===== src/include/usb_bulk_cfg.svh =====
`ifndef USB_BULK_CFG_SVH
`define USB_BULK_CFG_SVH

// endpoint numbers seen on the bulk-IN path
`define USER_ENDPOINT 1   // IN data from the user stream
`define TELE_ENDPOINT 2   // IN data from the telemetry FIFO

// endpoint direction enables
// the remaining directions are always off
`define EP1_BULK_IN  1
`define EP2_BULK_OUT 1
`define EP3_BULK_IN  1

// telemetry FIFO size in 32-bit words
`define TELE_FIFO_DEPTH 256

// words per telemetry bulk-IN packet
// each word leaves as four bytes
`define TELE_PACKET_WORDS 8

// fill level that raises has_telemetry
`define TELE_NOTIFY_WORDS 4

// fill level at which the telemetry endpoint reports ready
`define TELE_READY_WORDS 16

// wMaxPacketSize for every endpoint descriptor
// high-speed bulk limit
`define MAX_PACKET_SIZE 512

`endif

===== src/verilog/usb_bulk_pkg.sv =====
`default_nettype none

package usb_bulk_pkg;

  // one byte on any of the 8-bit streams
  typedef logic [7:0] byte_t;

  // usb endpoint number as given by the transaction engine
  typedef logic [3:0] endpt_t;

  // raw telemetry status word
  typedef logic [31:0] tele_word_t;

  // byte offset into the configuration descriptor
  typedef logic [5:0] desc_index_t;

  // words held in the telemetry FIFO
  // one bit wider than the pointers so that full is countable
  typedef logic [8:0] tele_level_t;

  // telemetry reader
  typedef enum logic [1:0] {
    RD_IDLE,   // nothing loaded
    RD_BYTES,  // sending the loaded word byte by byte
    RD_LAST    // final byte of the packet on the bus
  } rd_state_t;

endpackage

`default_nettype wire


===== src/verilog/config_desc_rom.sv =====
`timescale 1ns/1ps
`default_nettype none

`include "usb_bulk_cfg.svh"

module config_desc_rom
  import usb_bulk_pkg::*;
(
  input  logic        clock,
  input  logic        areset_n,
  input  desc_index_t desc_index_i,
  output byte_t       desc_byte_o
);

  localparam int ENTRIES = 2 ** $bits(desc_index_t);

  // one enable per endpoint direction
  // even bits are IN and odd bits OUT, starting at EP1
  localparam logic [7:0] EP_DIRS = {3'b000, 1'(`EP3_BULK_IN), 1'(`EP2_BULK_OUT),
                                    2'b00, 1'(`EP1_BULK_IN)};

  localparam int NUM_EP = `EP1_BULK_IN + `EP2_BULK_OUT + `EP3_BULK_IN;
  localparam int TOTAL_LEN = 18 + 7 * NUM_EP;
  localparam logic [15:0] MPS = `MAX_PACKET_SIZE;

  // byte 0 sits in the low bits
  localparam logic [71:0] CFG_DESC = {
    8'h32,             // 100 mA
    8'hC0,             // self-powered
    8'h00,
    8'h01,             // configuration value
    8'h01,             // one interface
    16'(TOTAL_LEN),
    8'h02,
    8'h09
  };

  localparam logic [71:0] IF_DESC = {32'h0000_0000, 8'(NUM_EP), 8'h00, 8'h00, 8'h04, 8'h09};

  function automatic logic [55:0] ep_desc(input int k);
    logic [7:0] addr;
    addr = 8'(k / 2 + 1);
    if (k % 2 == 0) begin
      addr[7] = 1'b1;  // IN direction
    end
    return {8'h00, MPS, 8'h02, addr, 8'h05, 8'h07};  // bulk, no polling interval
  endfunction

  function automatic logic [ENTRIES*8-1:0] build_table();
    logic [ENTRIES*8-1:0] t;
    int pos;
    t = '0;  // unused tail reads as 00
    t[143:0] = {IF_DESC, CFG_DESC};
    pos = 18;
    for (int k = 0; k < 8; k++) begin
      if (EP_DIRS[k] && pos + 7 <= ENTRIES) begin
        t[pos*8 +: 56] = ep_desc(k);
        pos = pos + 7;
      end
    end
    return t;
  endfunction

  localparam logic [ENTRIES*8-1:0] DESC_TABLE = build_table();

  always_ff @(posedge clock or negedge areset_n) begin
    if (!areset_n) begin
      desc_byte_o <= '0;
    end else begin
      desc_byte_o <= DESC_TABLE[{desc_index_i, 3'b000} +: 8];
    end
  end

  total_len_fits: assert property (
    @(posedge clock) disable iff (!areset_n)
    TOTAL_LEN <= ENTRIES
  ) else $error("descriptor table longer than the index range");

endmodule

`default_nettype wire


===== config.mk =====
export PLATFORM = sky130hd
export DESIGN_NAME = config_desc_rom
export DESIGN_NICKNAME = d
export VERILOG_FILES = /design/src/verilog/usb_bulk_pkg.sv /design/src/verilog/config_desc_rom.sv
export VERILOG_INCLUDE_DIRS = /design/src /design/src/include
export SDC_FILE = /design/constraint.sdc
export NUM_CORES = 1
export LEC_CHECK = 0
export BUFFER_PORTS_ARGS = -buffer_cell sky130_fd_sc_hd__buf_2
export CAP_MARGIN = 20
export CORE_MARGIN = 10
export CORE_UTILIZATION = 40
export CTS_CLUSTER_DIAMETER = 120
export CTS_CLUSTER_SIZE = 20
export DETAILED_ROUTE_END_ITERATION = 12
export PLACE_DENSITY = 0.63
export SYNTH_ARGS = -nofsm -noshare
export SYNTH_HDL_FRONTEND = slang
export SYNTH_SLANG_ARGS = --single-unit

===== constraint.sdc =====
create_clock -name clock -period 0.8 [get_ports clock]
set_input_delay 0.16 -clock clock [delete_from_list [all_inputs] [get_ports clock]]
set_output_delay 0.16 -clock clock [all_outputs]
set_load 0.02 [all_outputs]

After elaboration in Yosys (flattened, before gate mapping) --
Cells that the tools add are included.
Word-level totals: memories 0, logic and storage cells 2, bits in writable memories 0, register bits after elaboration 8, bits in latches 0, output and inout bits 8, input bits 8, bits in read-only memories 0
Operators by class: magnitude comparators 0, bitwise logic cells 0, divide/modulo/power cells 0, reduce and logical (&&, ||, !) cells 0, multipliers 0, eq/ne operators 0, shift-type cells 1, $add $sub $neg 0, multiplexer cells 0
Operators by type and width (count):
- 512-bit by 10-bit indexed part select with 8-bit output, first input constant | 1

Depth between registers and ports, before layout --
depth in word-level cells 1, mapped depth 6, gate-level depth less buffers 6

Least setup slack after synthesis --
No wires, ideal clock.
kind input -> register, from input port desc_index_i[1], to register desc_byte_o[1], cell stages on the path 6, path slack -0.248 ns, data arrival time 0.918 ns, library setup time 0.130 ns, required time 0.670 ns, buffers on the path 0, cells stage by stage inv_1 -> ha_1 -> nand2b_1 -> o211a_1 -> nor4_1 -> a21oi_1
On the way: word-level cells in the longest chain between the ends 1
RTL lines:
- start: declaration | line config_desc_rom.sv:11 | input desc_index_t desc_index_i,
- 512-bit by 10-bit indexed part select with 8-bit output | line config_desc_rom.sv:70 | desc_byte_o <= DESC_TABLE[{desc_index_i, 3'b000} +: 8];
- end signal: assignment | line config_desc_rom.sv:70
- end: declaration | line config_desc_rom.sv:12 | output byte_t desc_byte_o
No other way between the ends.

Worst setup path after layout --
from register desc_byte_o[3], to output port desc_byte_o[3]
No word-level cell between the ends.

==> out/qor.txt <==
run status -> finished, violations left
failing checks -> negative setup slack
ANT nets after route -> 0
MaxCap Viol Count -> 0
Top Registers -> desc_byte_o x8
VDD IR max -> 0.572 mV
final RePlAce weighted congestion -> 0.752
Fin Setup TNS -> -0.881 ns
RSZ-0062 raised after global routing -> true
Tot Pwr -> 1.13 mW
Synth Instances -> 67
Critical path buffers and inverters -> 1
largest net degree at the start of global routing -> 16
Worst Hold Slack -> 0.258 ns
worst-path maximum fanout -> 1
Syn. warnings -> 0
H-tree depth -> 1
Mean Syn Cell Area -> 8.87 µm²
slowest CP cell -> dfrtp_1
Die Footprint -> 3430 µm²
Vias/cell -> 5.30
worst-path cell chain -> buf_6
DRC -> 0
boundary pin count -> 16
Synth Net Count -> 81
flops & latches, synth -> 8
period utilisation layout -> 114%
first-pass GRT wire length -> 2390 µm
core area -> 1350 µm²
leakage -> 0.461 nW
Power Density -> 1080 nW/µm²
max reg flops -> 8
post-route cell area -> 1050 µm²
vias in the first global route -> 549
clk slew on worst S/H paths -> 0.05 ns
Top reg by flops -> desc_byte_o
CTS root buf -> clkbuf_4
grt ovf -> 0
Vias -> 583
Post-Syn Area -> 594 µm²
Slew @ Worst Pin -> 0.248 ns
most common cell after layout, fill and taps aside -> buf_6
area leader, netlist -> dfrtp_1
Yosys top cell area share -> 33.7%
Top delay family on crit path -> flip-flops
CP endpoint kind -> output pin
DR iter-0 viols -> 5
CTS Buf Count -> 3
final slew viol count -> 0
WL per Instance -> 13.8 µm
final hold vios -> 0
clk sink count -> 8
n_diodes -> 0
Area growth, synth to finish -> 76.0%
Max transition margin -> 83.4%
Total GRT Usage -> 8.55%
worst hold path type -> in2reg
post-synth cell types -> 25
Die Span X -> 58.5 µm
startpoint types -> flop
placed instance area -> 833 µm²
CTS tree -> built
WP data required -> 0.64 ns
Post-DP HPWL -> 1150 µm
PnR worst setup slack -> -0.110 ns
min Tclk post-route -> 0.910 ns
Longest Clk Path Bufs -> 2
WS Path Type -> reg2out
Seq/Total Area, Yosys -> 33.7%
Crit path arrival time -> 0.75 ns
Cell Rows -> 13
Area contributors post-synth -> dfrtp_1, ha_1, nand2b_1
fin util -> 77.5%
most frequent cells in the layout -> buf_6, dfrtp_1, buf_4, nor2_1
Initial Util -> 44.0%
Slowest Stage Delay on Critical Path -> 0.38 ns
first-pass iteration count of the detailed router -> 4
count of buffers from port buffering -> 15
antenna violations before repair -> 0
total routed wirelength -> 1520 µm
Peak Freq -> 1100 MHz
nets -> 111
layout cells sized above 1 -> 52.6%
chip height -> 58.5 µm
# setup viols final -> 10
[synth_stat cells]
library cell / number
a21oi_1: 4
a31oi_1: 3
buf_2: 3
buf_6: 2
dfrtp_1: 8
ha_1: 6
inv_1: 4
mux2i_1: 2
nand2_1: 5
nand2b_1: 5
nand3b_1: 1
nor2_1: 5
nor2b_1: 1
nor3_1: 2
nor3b_1: 1
nor4_1: 3
o211a_1: 1
o211ai_1: 1
o21a_1: 1
o21ai_0: 3
o22a_1: 2
o31ai_1: 1
or3_1: 1
or3b_1: 1
xnor2_1: 1
[cell families (layout without fill, tap and decap cells)]
kind of cell	after synthesis	in the layout	share of synthesized area (%)
XOR/XNOR	1	1	1.47
buffers and inverters	9	37	8.84
AND/OR/NAND/NOR	25	25	22.5
flip-flops	8	8	33.7
multiplexers	2	2	3.37
AO/OA/AOI/OAI	16	16	17.5
adder cells (fa/ha/maj)	6	6	12.6
[repair_timing]
| item | 4_1_cts | 5_1_grt |
|---|---|---|
| pin swaps | 4 | 7 |
| endpoints found under the setup margin | 13 | 12 |
| endpoints found under the hold margin | 8 | 0 |
| setup buffers | 0 | 1 |
| resized for setup | 25 | 21 |
| hold buffers | 1 | 0 |
[through the flow]
step	std cells	worst slack (ns)
after detailed placement	105	-0.420
after CTS	109	-0.110
final	110	-0.110
after global routing	110	-0.143
after floorplan	67	-0.128
after global placement	105	-0.393
[final timing paths]
check                           startpoint             end  slack [ns]  cells after the start
worst min-delay path       desc_index_i[4]  desc_byte_o[6]        0.26                      3
max in group asynchronous         areset_n  desc_byte_o[6]        0.36                      2
min in group asynchronous         areset_n  desc_byte_o[4]        0.28                      2
worst max-delay path        desc_byte_o[3]  desc_byte_o[3]       -0.11                      1
[per-layer routing]
metal  vias to the layer above  GRT usage, %  routed length [µm]  part of all wire (%)
met5                         -             0                   0                     0
met4                         0          3.02                   4                  0.26
met3                         2          4.51                 124                   8.2
met2                        17          13.2                 745                    49
met1                       272          9.79                 644                    42
li1                        292             -                   -                     -
[power breakdown]
group | internal, mW | switching (mW)
combinational | 0.222 | 0.195
clock | 0.170 | 0.115
sequential | 0.423 | 0.00751
total | 0.815 | 0.318
[layout make-up]
class / instances / area (µm²)
timing repair buffer: 30 / 320
sequential: 8 / 200
tap: 15 / 18.8
inverter: 4 / 40.0
fill: 94 / 304
multi-input combinational: 50 / 444
clock buffer: 3 / 22.5
Power figures use the tool's default switching activity.
