File: src/include/usb_bulk_cfg.svh
`ifndef USB_BULK_CFG_SVH
`define USB_BULK_CFG_SVH

// endpoint numbers seen on the bulk-IN path
`define USER_ENDPOINT 1   // IN data from the user stream
`define TELE_ENDPOINT 2   // IN data from the telemetry FIFO

// endpoint direction enables
// the remaining directions are always off
`define EP1_BULK_IN  1
`define EP2_BULK_OUT 1
`define EP3_BULK_IN  1

// telemetry FIFO size in 32-bit words
`define TELE_FIFO_DEPTH 256

// words per telemetry bulk-IN packet
// each word leaves as four bytes
`define TELE_PACKET_WORDS 8

// fill level that raises has_telemetry
`define TELE_NOTIFY_WORDS 4

// fill level at which the telemetry endpoint reports ready
`define TELE_READY_WORDS 16

// wMaxPacketSize for every endpoint descriptor
// high-speed bulk limit
`define MAX_PACKET_SIZE 512

`endif
File: src/verilog/usb_bulk_pkg.sv
`default_nettype none

package usb_bulk_pkg;

  // one byte on any of the 8-bit streams
  typedef logic [7:0] byte_t;

  // usb endpoint number as given by the transaction engine
  typedef logic [3:0] endpt_t;

  // raw telemetry status word
  typedef logic [31:0] tele_word_t;

  // byte offset into the configuration descriptor
  typedef logic [5:0] desc_index_t;

  // words held in the telemetry FIFO
  // one bit wider than the pointers so that full is countable
  typedef logic [8:0] tele_level_t;

  // telemetry reader
  typedef enum logic [1:0] {
    RD_IDLE,   // nothing loaded
    RD_BYTES,  // sending the loaded word byte by byte
    RD_LAST    // final byte of the packet on the bus
  } rd_state_t;

endpackage

`default_nettype wire

File: src/verilog/bulk_in_select.sv
`timescale 1ns/1ps
`default_nettype none

`include "usb_bulk_cfg.svh"

module bulk_in_select
  import usb_bulk_pkg::*;
(
  input  logic        clock,
  input  logic        areset_n,
  input  logic        clear_i,
  input  logic        high_speed_i,
  input  endpt_t      endpt_i,
  input  logic        fetch_i,
  input  logic        user_ready_i,
  input  tele_level_t tele_level_i,
  output logic        blk_in_ready_o,
  output logic        has_telemetry_o,
  input  logic        s_user_tvalid_i,
  input  logic        s_user_tlast_i,
  input  byte_t       s_user_tdata_i,
  output logic        s_user_tready_o,
  input  logic        s_tele_tvalid_i,
  input  logic        s_tele_tlast_i,
  input  byte_t       s_tele_tdata_i,
  output logic        s_tele_tready_o,
  output logic        m_tvalid_o,
  output logic        m_tlast_o,
  output byte_t       m_tdata_o,
  input  logic        m_tready_i
);

  localparam endpt_t USER_EP = `USER_ENDPOINT;
  localparam endpt_t TELE_EP = `TELE_ENDPOINT;
  localparam tele_level_t NOTIFY_LEVEL = `TELE_NOTIFY_WORDS;
  localparam tele_level_t READY_LEVEL = `TELE_READY_WORDS;

  logic user_ep, tele_ep;
  logic tele_sel_q, in_ready_q;

  assign user_ep = endpt_i == USER_EP;
  assign tele_ep = endpt_i == TELE_EP;

  always_ff @(posedge clock or negedge areset_n) begin
    if (!areset_n) begin
      tele_sel_q <= 1'b0;
      in_ready_q <= 1'b0;
    end else if (clear_i) begin
      tele_sel_q <= 1'b0;
      in_ready_q <= 1'b0;
    end else begin
      tele_sel_q <= tele_ep;
      // only a high-speed link gets bulk-IN data
      in_ready_q <= high_speed_i &
                    ((user_ep & user_ready_i) | (tele_ep & (tele_level_i >= READY_LEVEL)));
    end
  end

  assign blk_in_ready_o  = in_ready_q;
  assign has_telemetry_o = tele_level_i >= NOTIFY_LEVEL;

  // user data only flows during a fetch
  assign m_tvalid_o = tele_sel_q ? s_tele_tvalid_i : (fetch_i & s_user_tvalid_i);
  assign m_tlast_o  = tele_sel_q ? s_tele_tlast_i : s_user_tlast_i;
  assign m_tdata_o  = tele_sel_q ? s_tele_tdata_i : s_user_tdata_i;

  assign s_user_tready_o = fetch_i & ~tele_sel_q & m_tready_i;
  assign s_tele_tready_o = tele_sel_q & m_tready_i;

endmodule

`default_nettype wire

File: config.mk
export PLATFORM = sky130hd
export DESIGN_NAME = bulk_in_select
export DESIGN_NICKNAME = d
export VERILOG_FILES = /design/src/verilog/usb_bulk_pkg.sv /design/src/verilog/bulk_in_select.sv
export VERILOG_INCLUDE_DIRS = /design/src /design/src/include
export SDC_FILE = /design/constraint.sdc
export NUM_CORES = 1
export LEC_CHECK = 0
export ABC_AREA = 1
export ABC_CLOCK_PERIOD_IN_PS = 1500
export BUFFER_PORTS_ARGS = -buffer_cell sky130_fd_sc_hd__buf_2
export CAP_MARGIN = 20
export CORE_AREA = 3 3 40 42
export DETAILED_ROUTE_END_ITERATION = 8
export DIE_AREA = 0 0 43 45
export GPL_ROUTABILITY_DRIVEN = 0
export GPL_TIMING_DRIVEN = 1
export PLACE_DENSITY = 0.7
export SLEW_MARGIN = 20
export SYNTH_ARGS = -nofsm -noshare
export SYNTH_HDL_FRONTEND = slang
export SYNTH_SLANG_ARGS = --single-unit
export TNS_END_PERCENT = 50
File: constraint.sdc
create_clock -name clock -period 1.5 [get_ports clock]
set_input_delay 0.075 -clock clock [delete_from_list [all_inputs] [get_ports clock]]
set_output_delay 0.075 -clock clock [all_outputs]
set_load 0.01 [all_outputs]
Word-level counts from Yosys, hierarchy flattened
Index checks and enable logic that the tools add are counted.
{"block": "totals", "regBits": 2, "input_bits": 40, "output_inout_bits": 14, "elab_cells": 20}
{"block": "op_classes", "n_lt_le_gt_ge": 2, "eq_ne": 2, "mux": 5, "bitwise_logic": 9}
{"op": "$ge 9x3->1 const B", "count": 1}
{"op": "$ge 9x5->1 const B", "count": 1}
{"op": "$mux 8", "count": 1}
{"op": "$and 1x1->1", "count": 7}
{"op": "$eq 4x1->1 const B", "count": 1}
{"op": "$eq 4x2->1 const B", "count": 1}
{"op": "$mux 1", "count": 4}
{"op": "$not 1->1", "count": 1}
{"op": "$or 1x1->1", "count": 1}

Longest topological paths before layout
{"block": "logic_depth", "word_depth": 5, "ltp_mapped": 5, "mapped_depth_nobuf": 5}

Least setup slack after synthesis
OpenSTA, ideal clock, no wires.
{"block": "synth_timing", "path_kind": "reg2out", "startpoint": "register tele_sel_q", "endpoint": "output port m_tvalid_o", "arrival_ns": 0.710, "t_required_ns": 1.425, "slack_ns": 0.715, "stages_incl_launch_ff": 5, "n_path_buf": 1, "cell_sequence": "dfrtp_1 > inv_1 > buf_6 > nand3_1 > nand2_1"}
{"block": "synth_between", "elab_chain_len": 1}
{"element": "start, declared", "line": "bulk_in_select.sv:39", "rtl": "logic tele_sel_q, in_ready_q;"}
{"element": "start signal, assigned", "line": "bulk_in_select.sv:52", "rtl": "tele_sel_q <= tele_ep;"}
{"element": "$mux 1", "line": "bulk_in_select.sv:63", "rtl": "assign m_tvalid_o = tele_sel_q ? s_tele_tvalid_i : (fetch_i & s_user_tvalid_i);"}
{"element": "end, declared", "line": "bulk_in_select.sv:27", "rtl": "output logic m_tvalid_o,"}
No other way between the ends.

Worst setup path in the final report
{"block": "layout_timing", "startpoint": "register tele_sel_q", "endpoint": "output port s_user_tready_o"}
{"block": "layout_between", "elab_chain_len": 3}
{"element": "$not 1->1", "line": "bulk_in_select.sv:67", "rtl": "assign s_user_tready_o = fetch_i & ~tele_sel_q & m_tready_i;"}
{"element": "$and 1x1->1 (2 in series)", "line": "bulk_in_select.sv:67"}
{"element": "end, declared", "line": "bulk_in_select.sv:22", "rtl": "output logic s_user_tready_o,"}
No other way between the ends.

==> flow_summary.yaml <==
global_routing:
  global_route.usage.total_pct: 11.98
  antenna_found_initial: 0
  grt_pass1_vias: 472
  globalRouteOverflowTotal: 0
  grt_pass1_wl_um: 1731
  grt_start_max_net_pins: 13
critical_path:
  crit_path_top_delay_cell: "sky130_fd_sc_hd__dfrtp_2"
  path_max_fanout: 12
  critical_path_class: "reg -> out"
  critical_path_cell_by_cell: "inv_1, and3_1, buf_2"
  critical_path_arrival_ns: 1.26
  crit_path_max_incr_delay_ns: 0.46
  worst_setup_path_start_kind: "flop"
  worst_ep_required_time_ns: 1.42
  cp-end-kind: "output pin"
routing:
  route.final.wire_length_um: 1075
  antenna_left: 0
  initialDrtViolationCount: 1
  avgRoutedWirePerCell_um: 8.532
  post_drt_via_cell_ratio: 4.183
  drc_errors: 0
  drt_first_pass_iters: 3
  vias: 527
sta:
  rsz_0062_raised_after_global_routing: "no"
  max_slew_violation_count: 0
  totalNegativeSetupSlack_ns: 0
  period_needed_ns: 1.332
  timing_worst_slew_pin_value_ns: 0.2764
  finalCritPeriodShare_pct: 88.83
  fmax_ghz: 0.7505
  timing_hold_violations_final: 0
  maxSlewHeadroom_pct: 81.56
  setup_viol: 0
placement:
  numPortBuffers: 51
  place_area_sq_um: 546.8
  post-place-cells: 122
  detailedPlacementHpwl_um: 943.7
cts:
  clock_tree.htree_level_count: 1
  cts_setup_buffers: 0
  clkSlewWorstSetupHoldPaths_ns: 0.03
  cts_tree: "yes"
  clock-sinks: 2
  max-clock-path-buffers: 2
  cts-root-buf: "sky130_fd_sc_hd__clkbuf_4"
  cts_buf_count: 3
synthesis:
  synthesis.yosys.warnings: 0
  synth_area_sq_um: 291.5
  seq_area_frac_synth_pct: 17.17
  synth_cell_type_count: 13
  ys_ff_latch: 2
  syn-mean-instance-area_sq_um: 5.026
  syn_nets: 98
  synthCells: 58
floorplan:
  die_width_um: 43
  die_h_um: 45
  initial_core_util_pct: 22.69
  floorplan.die_area_sq_um: 1935
  floorplan.io_pins: 54
  num_rows: 13
  coreArea_sq_um: 1285
flow_run:
  max_cap_viol_count: 0
worst_hold_path:
  hold_path_depth: 2
  classification_of_the_worst_slack_hold_path: "in -> reg"
pwr:
  power_leakage_nw: 0.3936
  design_power_total_mw: 0.2802
  vdd_drop_max_uv: 291.6
  power_density_nw_per_um2: 482.7
finish:
  layout.nets: 153
  insertedDiodeCount: 0
  drive_gt1_share_pct: 53.15
  n_fill_cell: 142
  final_design_area_no_fill_sq_um: 580.6
  layout.cells.non_filler: 126
  final_core_utilization_pct: 45.18
  syn2layout_area_growth_pct: 99.14
outcome:
  status: "finished, final reports clean"
metrics by stage:
stage | setup WS, ns | hold WS [ns]
final | 0.1675 | 0.03272
after global routing | 0.04413 | 0.03816
after CTS | 0.09388 | 0.02991
after detailed placement | 0.3293 | -0.1320
after global placement | 0.3115 | -0.1386
after floorplan | 0.7155 | -0.2206
kinds of logic after synthesis:
logic type / Yosys count / synth area share, %
buffers and inverters: 9 / 15.45
and+or+nand+nor: 46 / 64.38
AOI/OAI and AO/OA: 1 / 3.005
DFF: 2 / 17.17
report_power, final:
part | leakage, nW | total [mW] | internal (mW) | switching, mW
sequential | 0.0261 | 0.0566 | 0.0553 | 0.00131
combinational | 0.354 | 0.109 | 0.0601 | 0.0491
clock | 0.0138 | 0.114 | 0.0879 | 0.0265
cell usage after synthesis (all sizes together):
master	instances	area [sq um]
buf	2	18.77
dfrtp	2	50.05
nand3	4	20.02
nand2	34	130.1
a21oi	1	8.760
and3	1	6.260
inv	7	26.27
nor3	2	10.01
nor2	5	21.27
worst paths after layout:
kind | from | to | slack, ns
setup / recovery | tele_sel_q$_DFF_PN0_ | s_user_tready_o | 0.17
hold / removal | clear_i | tele_sel_q$_DFF_PN0_ | 0.03
max in group asynchronous | areset_n | tele_sel_q$_DFF_PN0_ | 1.20
min in group asynchronous | areset_n | blk_in_ready_o$_DFF_PN0_ | 0.19
worst max-delay path, delay by kind of cell (launching register included):
family                 cells  cell delay (ns)
buffers and inverters      2             0.38
flip-flops                 1             0.46
AND/OR/NAND/NOR            1             0.19
metal layers:
layer	global-route usage, %	wire length [um]	share of wire (%)	vias to the layer above
li1	-	-	-	281
met1	10.82	339	32	197
met2	20.36	472	44	47
met3	7.570	257	24	2
met4	7.229	6	0.56	0
met5	0	0	0	-
sequential cells by signal, indices dropped and copies added (netlist names):
name,count
blk_in_ready_o,1
tele_sel_q,1
final cells by class:
class	count	area [sq um]	area share [%]
repair buffers	52	265.3	45.69
multi-input cells	47	196.4	33.84
flip-flops and latches	2	51.30	8.836
inverters	7	26.28	4.526
clock buffers	3	22.52	3.879
well taps	15	18.77	3.233
placed cells by master, fill, tap and decap left out:
cell                            count
sky130_fd_sc_hd__nand2_1           33
sky130_fd_sc_hd__nor2_2             1
sky130_fd_sc_hd__nor2_1             4
sky130_fd_sc_hd__and3_1             1
sky130_fd_sc_hd__a21oi_2            1
sky130_fd_sc_hd__buf_2             51
sky130_fd_sc_hd__nand2_2            1
sky130_fd_sc_hd__dlygate4sd3_1      1
sky130_fd_sc_hd__dfrtp_2            1
sky130_fd_sc_hd__clkbuf_4           3
sky130_fd_sc_hd__inv_2              1
sky130_fd_sc_hd__nor3_1             2
sky130_fd_sc_hd__nand3_1            4
sky130_fd_sc_hd__dfrtp_1            1
sky130_fd_sc_hd__inv_1              6
timing repair:
action                                  4_1_cts  5_1_grt
endpoints found under the setup margin        0        5
hold buffers                                  1        0
hold endpoints to repair                      2        0
gates resized for setup                       0        1
No activity file was read; power rests on OpenSTA's default activity.
