## src/include/usb_bulk_cfg.svh

```systemverilog
`ifndef USB_BULK_CFG_SVH
`define USB_BULK_CFG_SVH

// endpoint numbers seen on the bulk-IN path
`define USER_ENDPOINT 1   // IN data from the user stream
`define TELE_ENDPOINT 2   // IN data from the telemetry FIFO

// endpoint direction enables
// the remaining directions are always off
`define EP1_BULK_IN  1
`define EP2_BULK_OUT 1
`define EP3_BULK_IN  1

// telemetry FIFO size in 32-bit words
`define TELE_FIFO_DEPTH 256

// words per telemetry bulk-IN packet
// each word leaves as four bytes
`define TELE_PACKET_WORDS 8

// fill level that raises has_telemetry
`define TELE_NOTIFY_WORDS 4

// fill level at which the telemetry endpoint reports ready
`define TELE_READY_WORDS 16

// wMaxPacketSize for every endpoint descriptor
// high-speed bulk limit
`define MAX_PACKET_SIZE 512

`endif
```

## src/verilog/axis_skid.sv

```systemverilog
`timescale 1ns/1ps
`default_nettype none

module axis_skid #(
  parameter int WIDTH = 9
) (
  input  logic             clock,
  input  logic             areset_n,
  input  logic             clear_i,
  input  logic             s_tvalid_i,
  input  logic [WIDTH-1:0] s_tdata_i,
  output logic             s_tready_o,
  output logic             m_tvalid_o,
  output logic [WIDTH-1:0] m_tdata_o,
  input  logic             m_tready_i
);

  logic [WIDTH-1:0] main_data_q, spill_data_q;
  logic main_valid_q, spill_valid_q;
  logic ready_q;  // low while the spill entry is taken
  logic s_xfer, main_free;

  assign s_xfer = s_tvalid_i & ready_q;
  assign main_free = ~main_valid_q | m_tready_i;  // main empties on this edge

  always_ff @(posedge clock or negedge areset_n) begin
    if (!areset_n) begin
      main_valid_q  <= 1'b0;
      spill_valid_q <= 1'b0;
      ready_q       <= 1'b0;
    end else if (clear_i) begin
      main_valid_q  <= 1'b0;
      spill_valid_q <= 1'b0;
      ready_q       <= 1'b0;
    end else begin
      if (main_free) begin
        // spill drains first, ready is low whenever it holds a byte
        main_valid_q  <= spill_valid_q | s_xfer;
        spill_valid_q <= 1'b0;
        ready_q       <= 1'b1;
      end else if (s_xfer) begin
        spill_valid_q <= 1'b1;
        ready_q       <= 1'b0;
      end
    end
  end

  always_ff @(posedge clock) begin
    if (main_free) begin
      main_data_q <= spill_valid_q ? spill_data_q : s_tdata_i;
    end
    if (s_xfer && !main_free) begin
      spill_data_q <= s_tdata_i;
    end
  end

  assign s_tready_o = ready_q;
  assign m_tvalid_o = main_valid_q;
  assign m_tdata_o  = main_data_q;

  out_stable_while_stalled: assert property (
    @(posedge clock) disable iff (!areset_n || clear_i)
    m_tvalid_o && !m_tready_i |=> m_tvalid_o && $stable(m_tdata_o)
  ) else $error("skid output changed while stalled");

endmodule

`default_nettype wire

```

## config.mk

```make
export PLATFORM = sky130hd
export DESIGN_NAME = axis_skid
export DESIGN_NICKNAME = d
export VERILOG_FILES = /design/src/include/usb_bulk_cfg.svh /design/src/verilog/axis_skid.sv
export SDC_FILE = /design/constraint.sdc
export NUM_CORES = 1
export LEC_CHECK = 0
export BUFFER_PORTS_ARGS = -buffer_cell sky130_fd_sc_hd__buf_2
export CAP_MARGIN = 15
export CORE_UTILIZATION = 47
export DETAILED_ROUTE_END_ITERATION = 12
export MAX_ROUTING_LAYER = met4
export PLACE_DENSITY = 0.74
export SLEW_MARGIN = 20
export SYNTH_ARGS = -nofsm -noshare
export SYNTH_HDL_FRONTEND = slang
export SYNTH_SLANG_ARGS = --single-unit
```

## constraint.sdc

```tcl
create_clock -name clock -period 2.4 [get_ports clock]
set_input_delay 0.24 -clock clock [delete_from_list [all_inputs] [get_ports clock]]
set_output_delay 0.24 -clock clock [all_outputs]
set_load 0.1 [all_outputs]
```

After elaboration in Yosys (flattened, before gate mapping):

Index checks and enable logic that the tools add are counted.

* mux-type cells: 9
* bitwise logic cells: 4
* reduce and logical (&&, ||, !) cells: 4

Operator list (count)
* 2-to-1 mux 9 bit: 1
* 2-to-1 mux 1 bit: 8
* nonzero test 3 bit: 1
* OR 1 bit: 2
* nonzero test 2 bit: 1
* AND 1 bit: 1
* logical AND 1 bit: 1
* zero test 1 bit: 1
* NOT 1 bit: 1

* register bits after elaboration: 21
* input bits: 14
* output and inout bits: 11
* word-level logic and storage cells: 22

Longest topological paths before layout:

Gate-level depths: netlist of run 1.

* depth after elaboration: 4
* gate-level depth with buffers: 3
* depth with buffers taken out: 2

Least setup slack after synthesis of run 1:

OpenSTA, ideal clock, no wires.

* kind: register -> register
* from: register main_valid_q, in the netlist m_tvalid_o
* to: register spill_data_q[0], enable pin
* setup time: 0.374 ns
* arrival: 1.888 ns
* required time: 2.026 ns
* path slack: 0.137 ns
* cell stages (with the launch flop): 3
* buffers on the path: 0
* period minus slack after synthesis: 2.263 ns
* cells stage by stage: dfrtp_1 -> nand2b_1 -> nor2_1

* word-level cells in the longest chain between the ends: 4

Ends and longest elaborated chain
* start: declaration: line axis_skid.sv:19 `logic main_valid_q, spill_valid_q;`
* start signal: assignment: line axis_skid.sv:38 `main_valid_q <= spill_valid_q | s_xfer;`
* NOT 1 bit: line axis_skid.sv:24 `assign main_free = ~main_valid_q | m_tready_i;`
* OR 1 bit: line axis_skid.sv:24
* named net main_free: line axis_skid.sv:21 `logic s_xfer, main_free;`
* zero test 1 bit: line axis_skid.sv:52 `if (s_xfer && !main_free) begin`
* logical AND 1 bit: line axis_skid.sv:52
* end signal: assignment: line axis_skid.sv:53 `spill_data_q <= s_tdata_i;`
* end: declaration: line axis_skid.sv:18 `logic [WIDTH-1:0] main_data_q, spill_data_q;`

The timed path passes the listed nets, and every way through them passes these cells.
A chain may end at the register's enable or synchronous reset.

Final worst setup path of run 1:

* from: register main_valid_q, in the netlist m_tvalid_o
* to: register spill_data_q[2], enable pin

Same word-level chain as after synthesis.

==> results of run 1 <==
## registers in the layout, summed over array words and instances, names as in the netlist
signal	flops
m_tdata_o	9
s_tready_o	1
m_tvalid_o	1
spill_valid_q	1
spill_data_q	9
## synthesized netlist by cell type, drive strengths merged
cell | number | area (um^2)
a21oi | 2 | 10.0
buf | 1 | 11.3
dfrtp | 3 | 75.1
edfxtp | 18 | 541
mux2 | 9 | 135
nand2 | 1 | 3.75
nand2b | 1 | 6.26
nor2 | 1 | 3.75
nor2b | 1 | 6.26
nor3 | 1 | 5.00
o21ba | 1 | 10.0
## worst max-delay path by stage
stage                           start                         to  slack, ns  depth (start not counted)
2_1_floorplan  m_tvalid_o$_DFFE_PN0P_  spill_data_q[0]$_DFFE_PP_       0.14                          2
3_3_place_gp               m_tready_i  spill_data_q[2]$_DFFE_PP_       0.85                          4
3_5_place_dp               m_tready_i  spill_data_q[7]$_DFFE_PP_       0.81                          4
4_1_cts        m_tvalid_o$_DFFE_PN0P_  spill_data_q[2]$_DFFE_PP_       0.84                          3
5_1_grt        m_tvalid_o$_DFFE_PN0P_  spill_data_q[2]$_DFFE_PP_       0.74                          3
6_report       m_tvalid_o$_DFFE_PN0P_  spill_data_q[2]$_DFFE_PP_       0.86                          3
## worst reg2reg max path: stages (launching register included)
cell and delay [ns]:
dfrtp_1 0.37, nand2b_1 0.06, buf_4 0.18, nor2_1 0.58
## stage by stage
stage	setup slack (ns)	util (%)	cells	area, um^2	hold slack [ns]
global route	0.736	62.9	84	981	0.105
detailed placement	0.809	60.5	79	943	0.0371
global placement	0.849	60.5	79	943	0.0389
floorplan	0.137	-	39	807	-0.0556
CTS	0.842	62.9	84	981	0.101
finish	0.862	62.9	84	981	0.108
## metal layers
layer	vias to the layer above	global-route usage [%]
met5	-	-
met4	0	7.50
li1	205	-
met1	191	15.3
met3	0	2.50
met2	18	21.5
## final cells by class
cell class | count | area (um^2)
sequential | 21 | 616
fill | 119 | 578
multi-input combinational | 17 | 180
timing repair buffer | 26 | 138
clock buffer | 3 | 22.5
tap | 16 | 20.0
clock inverter | 1 | 5.00
## logic make-up (layout without fill, tap and decap cells)
kind of cell | Yosys count | after routing | share of synthesized area, %
AOI/OAI and AO/OA | 3 | 3 | 2.48
buffers and inverters | 1 | 30 | 1.40
muxes | 9 | 9 | 16.7
and+or+nand+nor | 5 | 5 | 3.10
DFF | 21 | 21 | 76.3
## power breakdown
group	internal [mW]	total [mW]	switching (mW)
combinational	0.0311	0.141	0.110
clock	0.0620	0.165	0.103
sequential	0.411	0.416	0.00458
==> metrics.yaml, run 1 <==
routing:
  vias_per_cell: 4.93
  drt_iter0_markers: 4
  routed_wl_mm: 1.11
  ant_nets: 0
  drc: 2
  top_layer: "met3"
  wl_met3_um: 66
  wl_met2_um: 584
  met1_length_um: 463
  dr_total_vias: 414
  wire_per_inst_um: 13.3
  firstDrtPassIters: 8
global_routing:
  grt_pass1_wl_mm: 1.66
  gr-total-overflow: 0
  grt_pass1_vias: 395
  grt_use_total_pct: 13.2
  grt_max_degree: 14
  antenna_found_initial: 0
synth:
  yosysSeqAreaShare_pct: 76.3
  synth_nets: 53
  synth_seq_cells: 21
  syn_area_um2: 807
  synth_cells: 39
  ys_types: 11
  yosys_warnings: 0
  syn_area_per_cell_um2: 20.7
clocking:
  postCtsSetupBuffers: 0
  cts_hold_buf: 1
  cts.sinks: 21
  root_buffer: "clkbuf_4"
  ctsResizeCount: 0
  clockBufferDepth: 2
  clkSlewWorstSetupHoldPaths_ns: 0.11
  htreeDepth: 1
  cts_tree: "yes"
  clk_latency_ns: 0.30
  cts_made_buffers: 3
timing:
  fin_skew_ns: 0.00224
  slew_viol_final: 0
  tightest_slew_ns: 0.719
  fin_crit_sh_pct: 64.1
  rsz0062_at_grt: "false"
  setup_violations: 0
  period_needed_ns: 1.54
  fmax_ghz: 0.650
  timing.final.hold_violations: 0
  fin_setup_tns_ns: 0
  slew-limit-headroom_pct: 51.9
die:
  die_h_um: 43.4
  die-width_um: 43.4
  start_util_pct: 51.8
  rows: 14
  die-area_um2: 1890
  pin_count: 25
  coreArea_um2: 1560
outcome:
  violations: "DRC"
  status: "finished with violations"
job:
  cap_violations: 0
critical_path:
  required_ns: 2.34
  critical_path_arrival_ns: 1.48
  crit_path_end_kind: "flip-flop"
  crit_family: "simple AND/OR/NAND/NOR gates"
  worst-path-max-fanout: 13
  reg2reg_from: "m_tvalid_o$_DFFE_PN0P_"
  crit_chain: "nand2b_1 > buf_4 > nor2_1"
  worst-path-buf-inv: 1
  startpoint_type: "flip-flop"
  reg2reg_depth: 3
  critPathKind: "flip-flop to flip-flop"
  max_stage_delay_ns: 0.58
  r2r_setup_slack_ns: 0.86
  r2r_end: "spill_data_q[2]$_DFFE_PP_"
  crit_slowest_cell: "nor2_1"
layout:
  syn_to_final_growth_pct: 21.6
  layout_common_cells: "buf_2 (24), edfxtp_1 (18), mux2_4 (9)"
  nets: 83
  diodes: 0
  final_layout_size_suffix_gt1_share_pct: 57.4
  layout_commonest_cell: "buf_2"
min_path:
  min_path_cells: 2
  min-delay-start: "clear_i"
  hold_path_class: "input pin to flip-flop"
  whs_endpoint: "m_tvalid_o$_DFFE_PN0P_"
power_and_ir_drop:
  leakage_nw: 0.410
  power_density_nw_per_um2: 737
  p_total_mw: 0.723
  peakVddDrop_mv: 0.357
placement:
  portBuffers: 24
  place.gp.congestion: 0.677
  dp.final_hpwl_um: 816
Power figures use the tool's default switching activity.
==> inputs of run 2 (changes only) <==
--- a/config.mk
+++ b/config.mk
@@ -5,8 +5,10 @@
 export SDC_FILE = /design/constraint.sdc
 export NUM_CORES = 1
 export LEC_CHECK = 0
+export ABC_AREA = 1
 export BUFFER_PORTS_ARGS = -buffer_cell sky130_fd_sc_hd__buf_2
 export CAP_MARGIN = 15
+export CORE_ASPECT_RATIO = 0.75
 export CORE_UTILIZATION = 47
 export DETAILED_ROUTE_END_ITERATION = 12
 export MAX_ROUTING_LAYER = met4
==> constraint.sdc (replaced) <==
create_clock -name clock -period 1.5 [get_ports clock]
set_input_delay 0.15 -clock clock [delete_from_list [all_inputs] [get_ports clock]]
set_output_delay 0.15 -clock clock [all_outputs]
set_load 0.1 [all_outputs]
==> metrics.yaml, run 2 <==
outcome:
  status: "finished, final reports clean"  # was finished with violations
routing:
  drc: 0  # was 2
  routed_wl_mm: 1.28  # was 1.11 mm
  ant_nets: 0  # unchanged
  dr_total_vias: 523  # was 414
  vias_per_cell: 4.51  # was 4.93
  wire_per_inst_um: 11.1  # was 13.3 um
  drt_iter0_markers: 14  # was 4
  firstDrtPassIters: 4  # was 8
timing:
  setup_violations: 0  # unchanged
  period_needed_ns: 1.31
  timing.final.hold_violations: 0  # unchanged
  fmax_ghz: 0.764
  slew-limit-headroom_pct: 67.6  # was 51.9%
  rsz0062_at_grt: "false"  # unchanged
  fin_skew_ns: 0.0101  # was 0.00224 ns
  slew_viol_final: 0  # unchanged
  tightest_slew_ns: 0.489  # was 0.719 ns
  fin_crit_sh_pct: 87.3
  fin_setup_tns_ns: 0  # unchanged
layout:
  final_layout_size_suffix_gt1_share_pct: 38.9  # was 57.4%
  diodes: 0  # unchanged
  fin_area_um2: 1020  # was 981 um^2
  nets: 110  # was 83
  syn_to_final_growth_pct: 24.9  # was 21.6%
  layout_commonest_cell: "nand2_1"  # was buf_2
  fin_cells: 116  # was 84
  final_util_pct: 65.7  # was 62.9%
  layout_common_cells: "nand2_1 (31), buf_2 (24), edfxtp_1 (18)"  # was buf_2 (24), edfxtp_1 (18), mux2_4 (9)
global_routing:
  grt_pass1_wl_mm: 1.97  # was 1.66 mm
  use_met2_pct: 25.7  # was 21.5%
  grt_max_degree: 13  # was 14
  globalRouteMet1Util_pct: 17.9  # was 15.3%
  grt_pass1_vias: 463  # was 395
  gr-total-overflow: 0  # unchanged
  grt_use_total_pct: 15.5  # was 13.2%
  grt_busiest_layer: "met2"  # unchanged
  antenna_found_initial: 0  # unchanged
  grtUsageMet3_pct: 5.95  # was 2.50%
clocking:
  clk_latency_ns: 0.31  # was 0.30 ns
  cts_hold_buf: 2  # was 1
  htreeDepth: 1  # unchanged
  cts.sinks: 21  # unchanged
  clkSlewWorstSetupHoldPaths_ns: 0.12  # was 0.11 ns
  ctsResizeCount: 0  # unchanged
  cts_made_buffers: 3  # unchanged
  cts_tree: "yes"  # unchanged
  clockBufferDepth: 2  # unchanged
  postCtsSetupBuffers: 0  # unchanged
  root_buffer: "clkbuf_4"  # unchanged
placement:
  dp.final_hpwl_um: 937  # was 816 um
  place_inst: 110  # was 79
  portBuffers: 24  # unchanged
  place.gp.congestion: 0.713  # was 0.677
  post_dp_cell_area_um2: 968  # was 943 um^2
synth:
  syn_area_um2: 813  # was 807 um^2
  synth_cells: 65  # was 39
  synth_top_area_share_pct: 66.5  # was 67.0%
  yosysTopAreaCell: "edfxtp_1"  # unchanged
  synth_nets: 79  # was 53
  syn_area_per_cell_um2: 12.5  # was 20.7 um^2
  ys_async_sr_fraction_pct: 14.3  # unchanged
  yosys_warnings: 0  # unchanged
  yosysSeqAreaShare_pct: 75.7  # was 76.3%
  synth_seq_cells: 21  # unchanged
  synth_edf_count: 18  # unchanged
  synth_common_cells: "nand2_1 (31), edfxtp_1 (18), inv_1 (4)"  # was edfxtp_1 (18), mux2_4 (9), dfrtp_1 (3)
  synthTopCellsByArea: "edfxtp_1 (66%), nand2_1 (14%), dfrtp_1 (9.2%)"  # was edfxtp_1 (67%), mux2_4 (17%), dfrtp_1 (9.3%)
  synth_most_common_cell: "nand2_1"  # was edfxtp_1
  ys.flop_type: "edfxtp_1"  # unchanged
  ys_types: 12  # was 11
power_and_ir_drop:
  p_sw_share_pct: 31.6  # was 30.2%
  peakVddDrop_mv: 0.736  # was 0.357 mV
  leakage_nw: 0.458  # was 0.410 nW
  p_total_mw: 1.17  # was 0.723 mW
  switchingPower_mw: 0.371  # was 0.218 mW
  intPower_mw: 0.801  # was 0.505 mW
  power_frac_seq_pct: 57.0  # was 57.6%
  power_frac_comb_pct: 20.1  # was 19.6%
  clkPwrFrac_pct: 22.8  # was 22.9%
  power_density_nw_per_um2: 1150  # was 737 nW/um^2
critical_path:
  worst-path-buf-inv: 1  # unchanged
  critPathKind: "flip-flop to primary output"  # was flip-flop to flip-flop
  crit_path_end_kind: "primary output"  # was flip-flop
  reg2reg_depth: 4  # was 3
  crit_chain: "buf_2"  # was nand2b_1 > buf_4 > nor2_1
  crit_family: "flip-flops"  # was simple AND/OR/NAND/NOR gates
  worst-path-max-fanout: 3  # was 13
  max_stage_delay_ns: 0.43  # was 0.58 ns
  startpoint_type: "flip-flop"  # unchanged
  crit_slowest_cell: "dfrtp_4"  # was nor2_1
  cp_num_cells: 1  # was 3
  critical_path_arrival_ns: 1.16  # was 1.48 ns
  required_ns: 1.35  # was 2.34 ns
die:
  coreArea_um2: 1550  # was 1560 um^2
  start_util_pct: 52.6  # was 51.8%
  pin_count: 25  # unchanged
  rows: 12  # was 14
  die-area_um2: 1900  # was 1890 um^2
  die-width_um: 50.0  # was 43.4 um
  die_h_um: 38.0  # was 43.4 um
job:
  cap_violations: 0  # unchanged
min_path:
  min_path_cells: 1  # was 2
  hold_path_class: "input pin to flip-flop"  # unchanged
run 2: cell count changes in the layout (fill, tap and decap cells not counted), moves of 2 or more:
cell	delta
nand2_1	+30
mux2_4	-9
inv_1	+4
dfrtp_1	-2
nor2_2	+2
run 2: worst paths after layout:
| path | slack, ns | to | startpoint |
|---|---|---|---|
| max | 0.19 | m_tvalid_o | m_tvalid_o$_DFFE_PN0P_ |
| min | 0.02 | spill_data_q[5]$_DFFE_PP_ | s_tdata_i[5] |
| max reg2reg | 0.21 | spill_data_q[4]$_DFFE_PP_ | m_tvalid_o$_DFFE_PN0P_ |
| min reg2reg | 0.54 | m_tdata_o[8]$_DFFE_PP_ | spill_data_q[8]$_DFFE_PP_ |
| max in group asynchronous | 1.24 | m_tvalid_o$_DFFE_PN0P_ | areset_n |
| min in group asynchronous | 0.14 | m_tvalid_o$_DFFE_PN0P_ | areset_n |
run 2: final cells by class:
class	count	area, um^2
Clock inverter	1	5.00
Inverter	6	30.0
Sequential cell	21	621
Tap cell	21	26.3
Clock buffer	3	22.5
Timing Repair Buffer	27	148
Multi-Input combinational cell	37	164
Fill cell	134	531
run 2: kinds of logic (layout without fill, tap and decap cells):
kind of cell	after synthesis	in the layout	synth area share [%]
AOI/OAI and AO/OA	1	1	0.615
buffers and inverters	7	37	5.08
DFF	21	21	75.7
and+or+nand+nor	36	36	18.6
run 2: worst reg2reg max path: cells and delay by family (launching register included):
kind,cells,cell delay (ns)
AND/OR/NAND/NOR,2,0.35
flip-flops,1,0.43
buffers and inverters,2,0.19
run 2: per-layer routing:
metal / up-vias / wire [um]
li1: 272 / -
met1: 232 / 603
met2: 16 / 591
met3: 3 / 74
met4: 0 / 14
met5: - / 0
run 2: power by group through the flow:
stage                     clock network (mW)  logic, mW  registers (mW)
after floorplan                            0     0.0279           0.840
after global placement                     0      0.231           0.682
after detailed placement                   0      0.233           0.682
after CTS                              0.281      0.237           0.669
after global routing                   0.300      0.246           0.671
final                                  0.268      0.236           0.669
run 2: stage by stage:
step / hold slack, ns / setup WS, ns
final: 0.0218 / 0.190
after detailed placement: -0.0483 / 0.213
after floorplan: -0.146 / 0.00989
after global placement: -0.0512 / 0.249
after global routing: 0.000144 / 0.109
after CTS: 0.0124 / 0.180
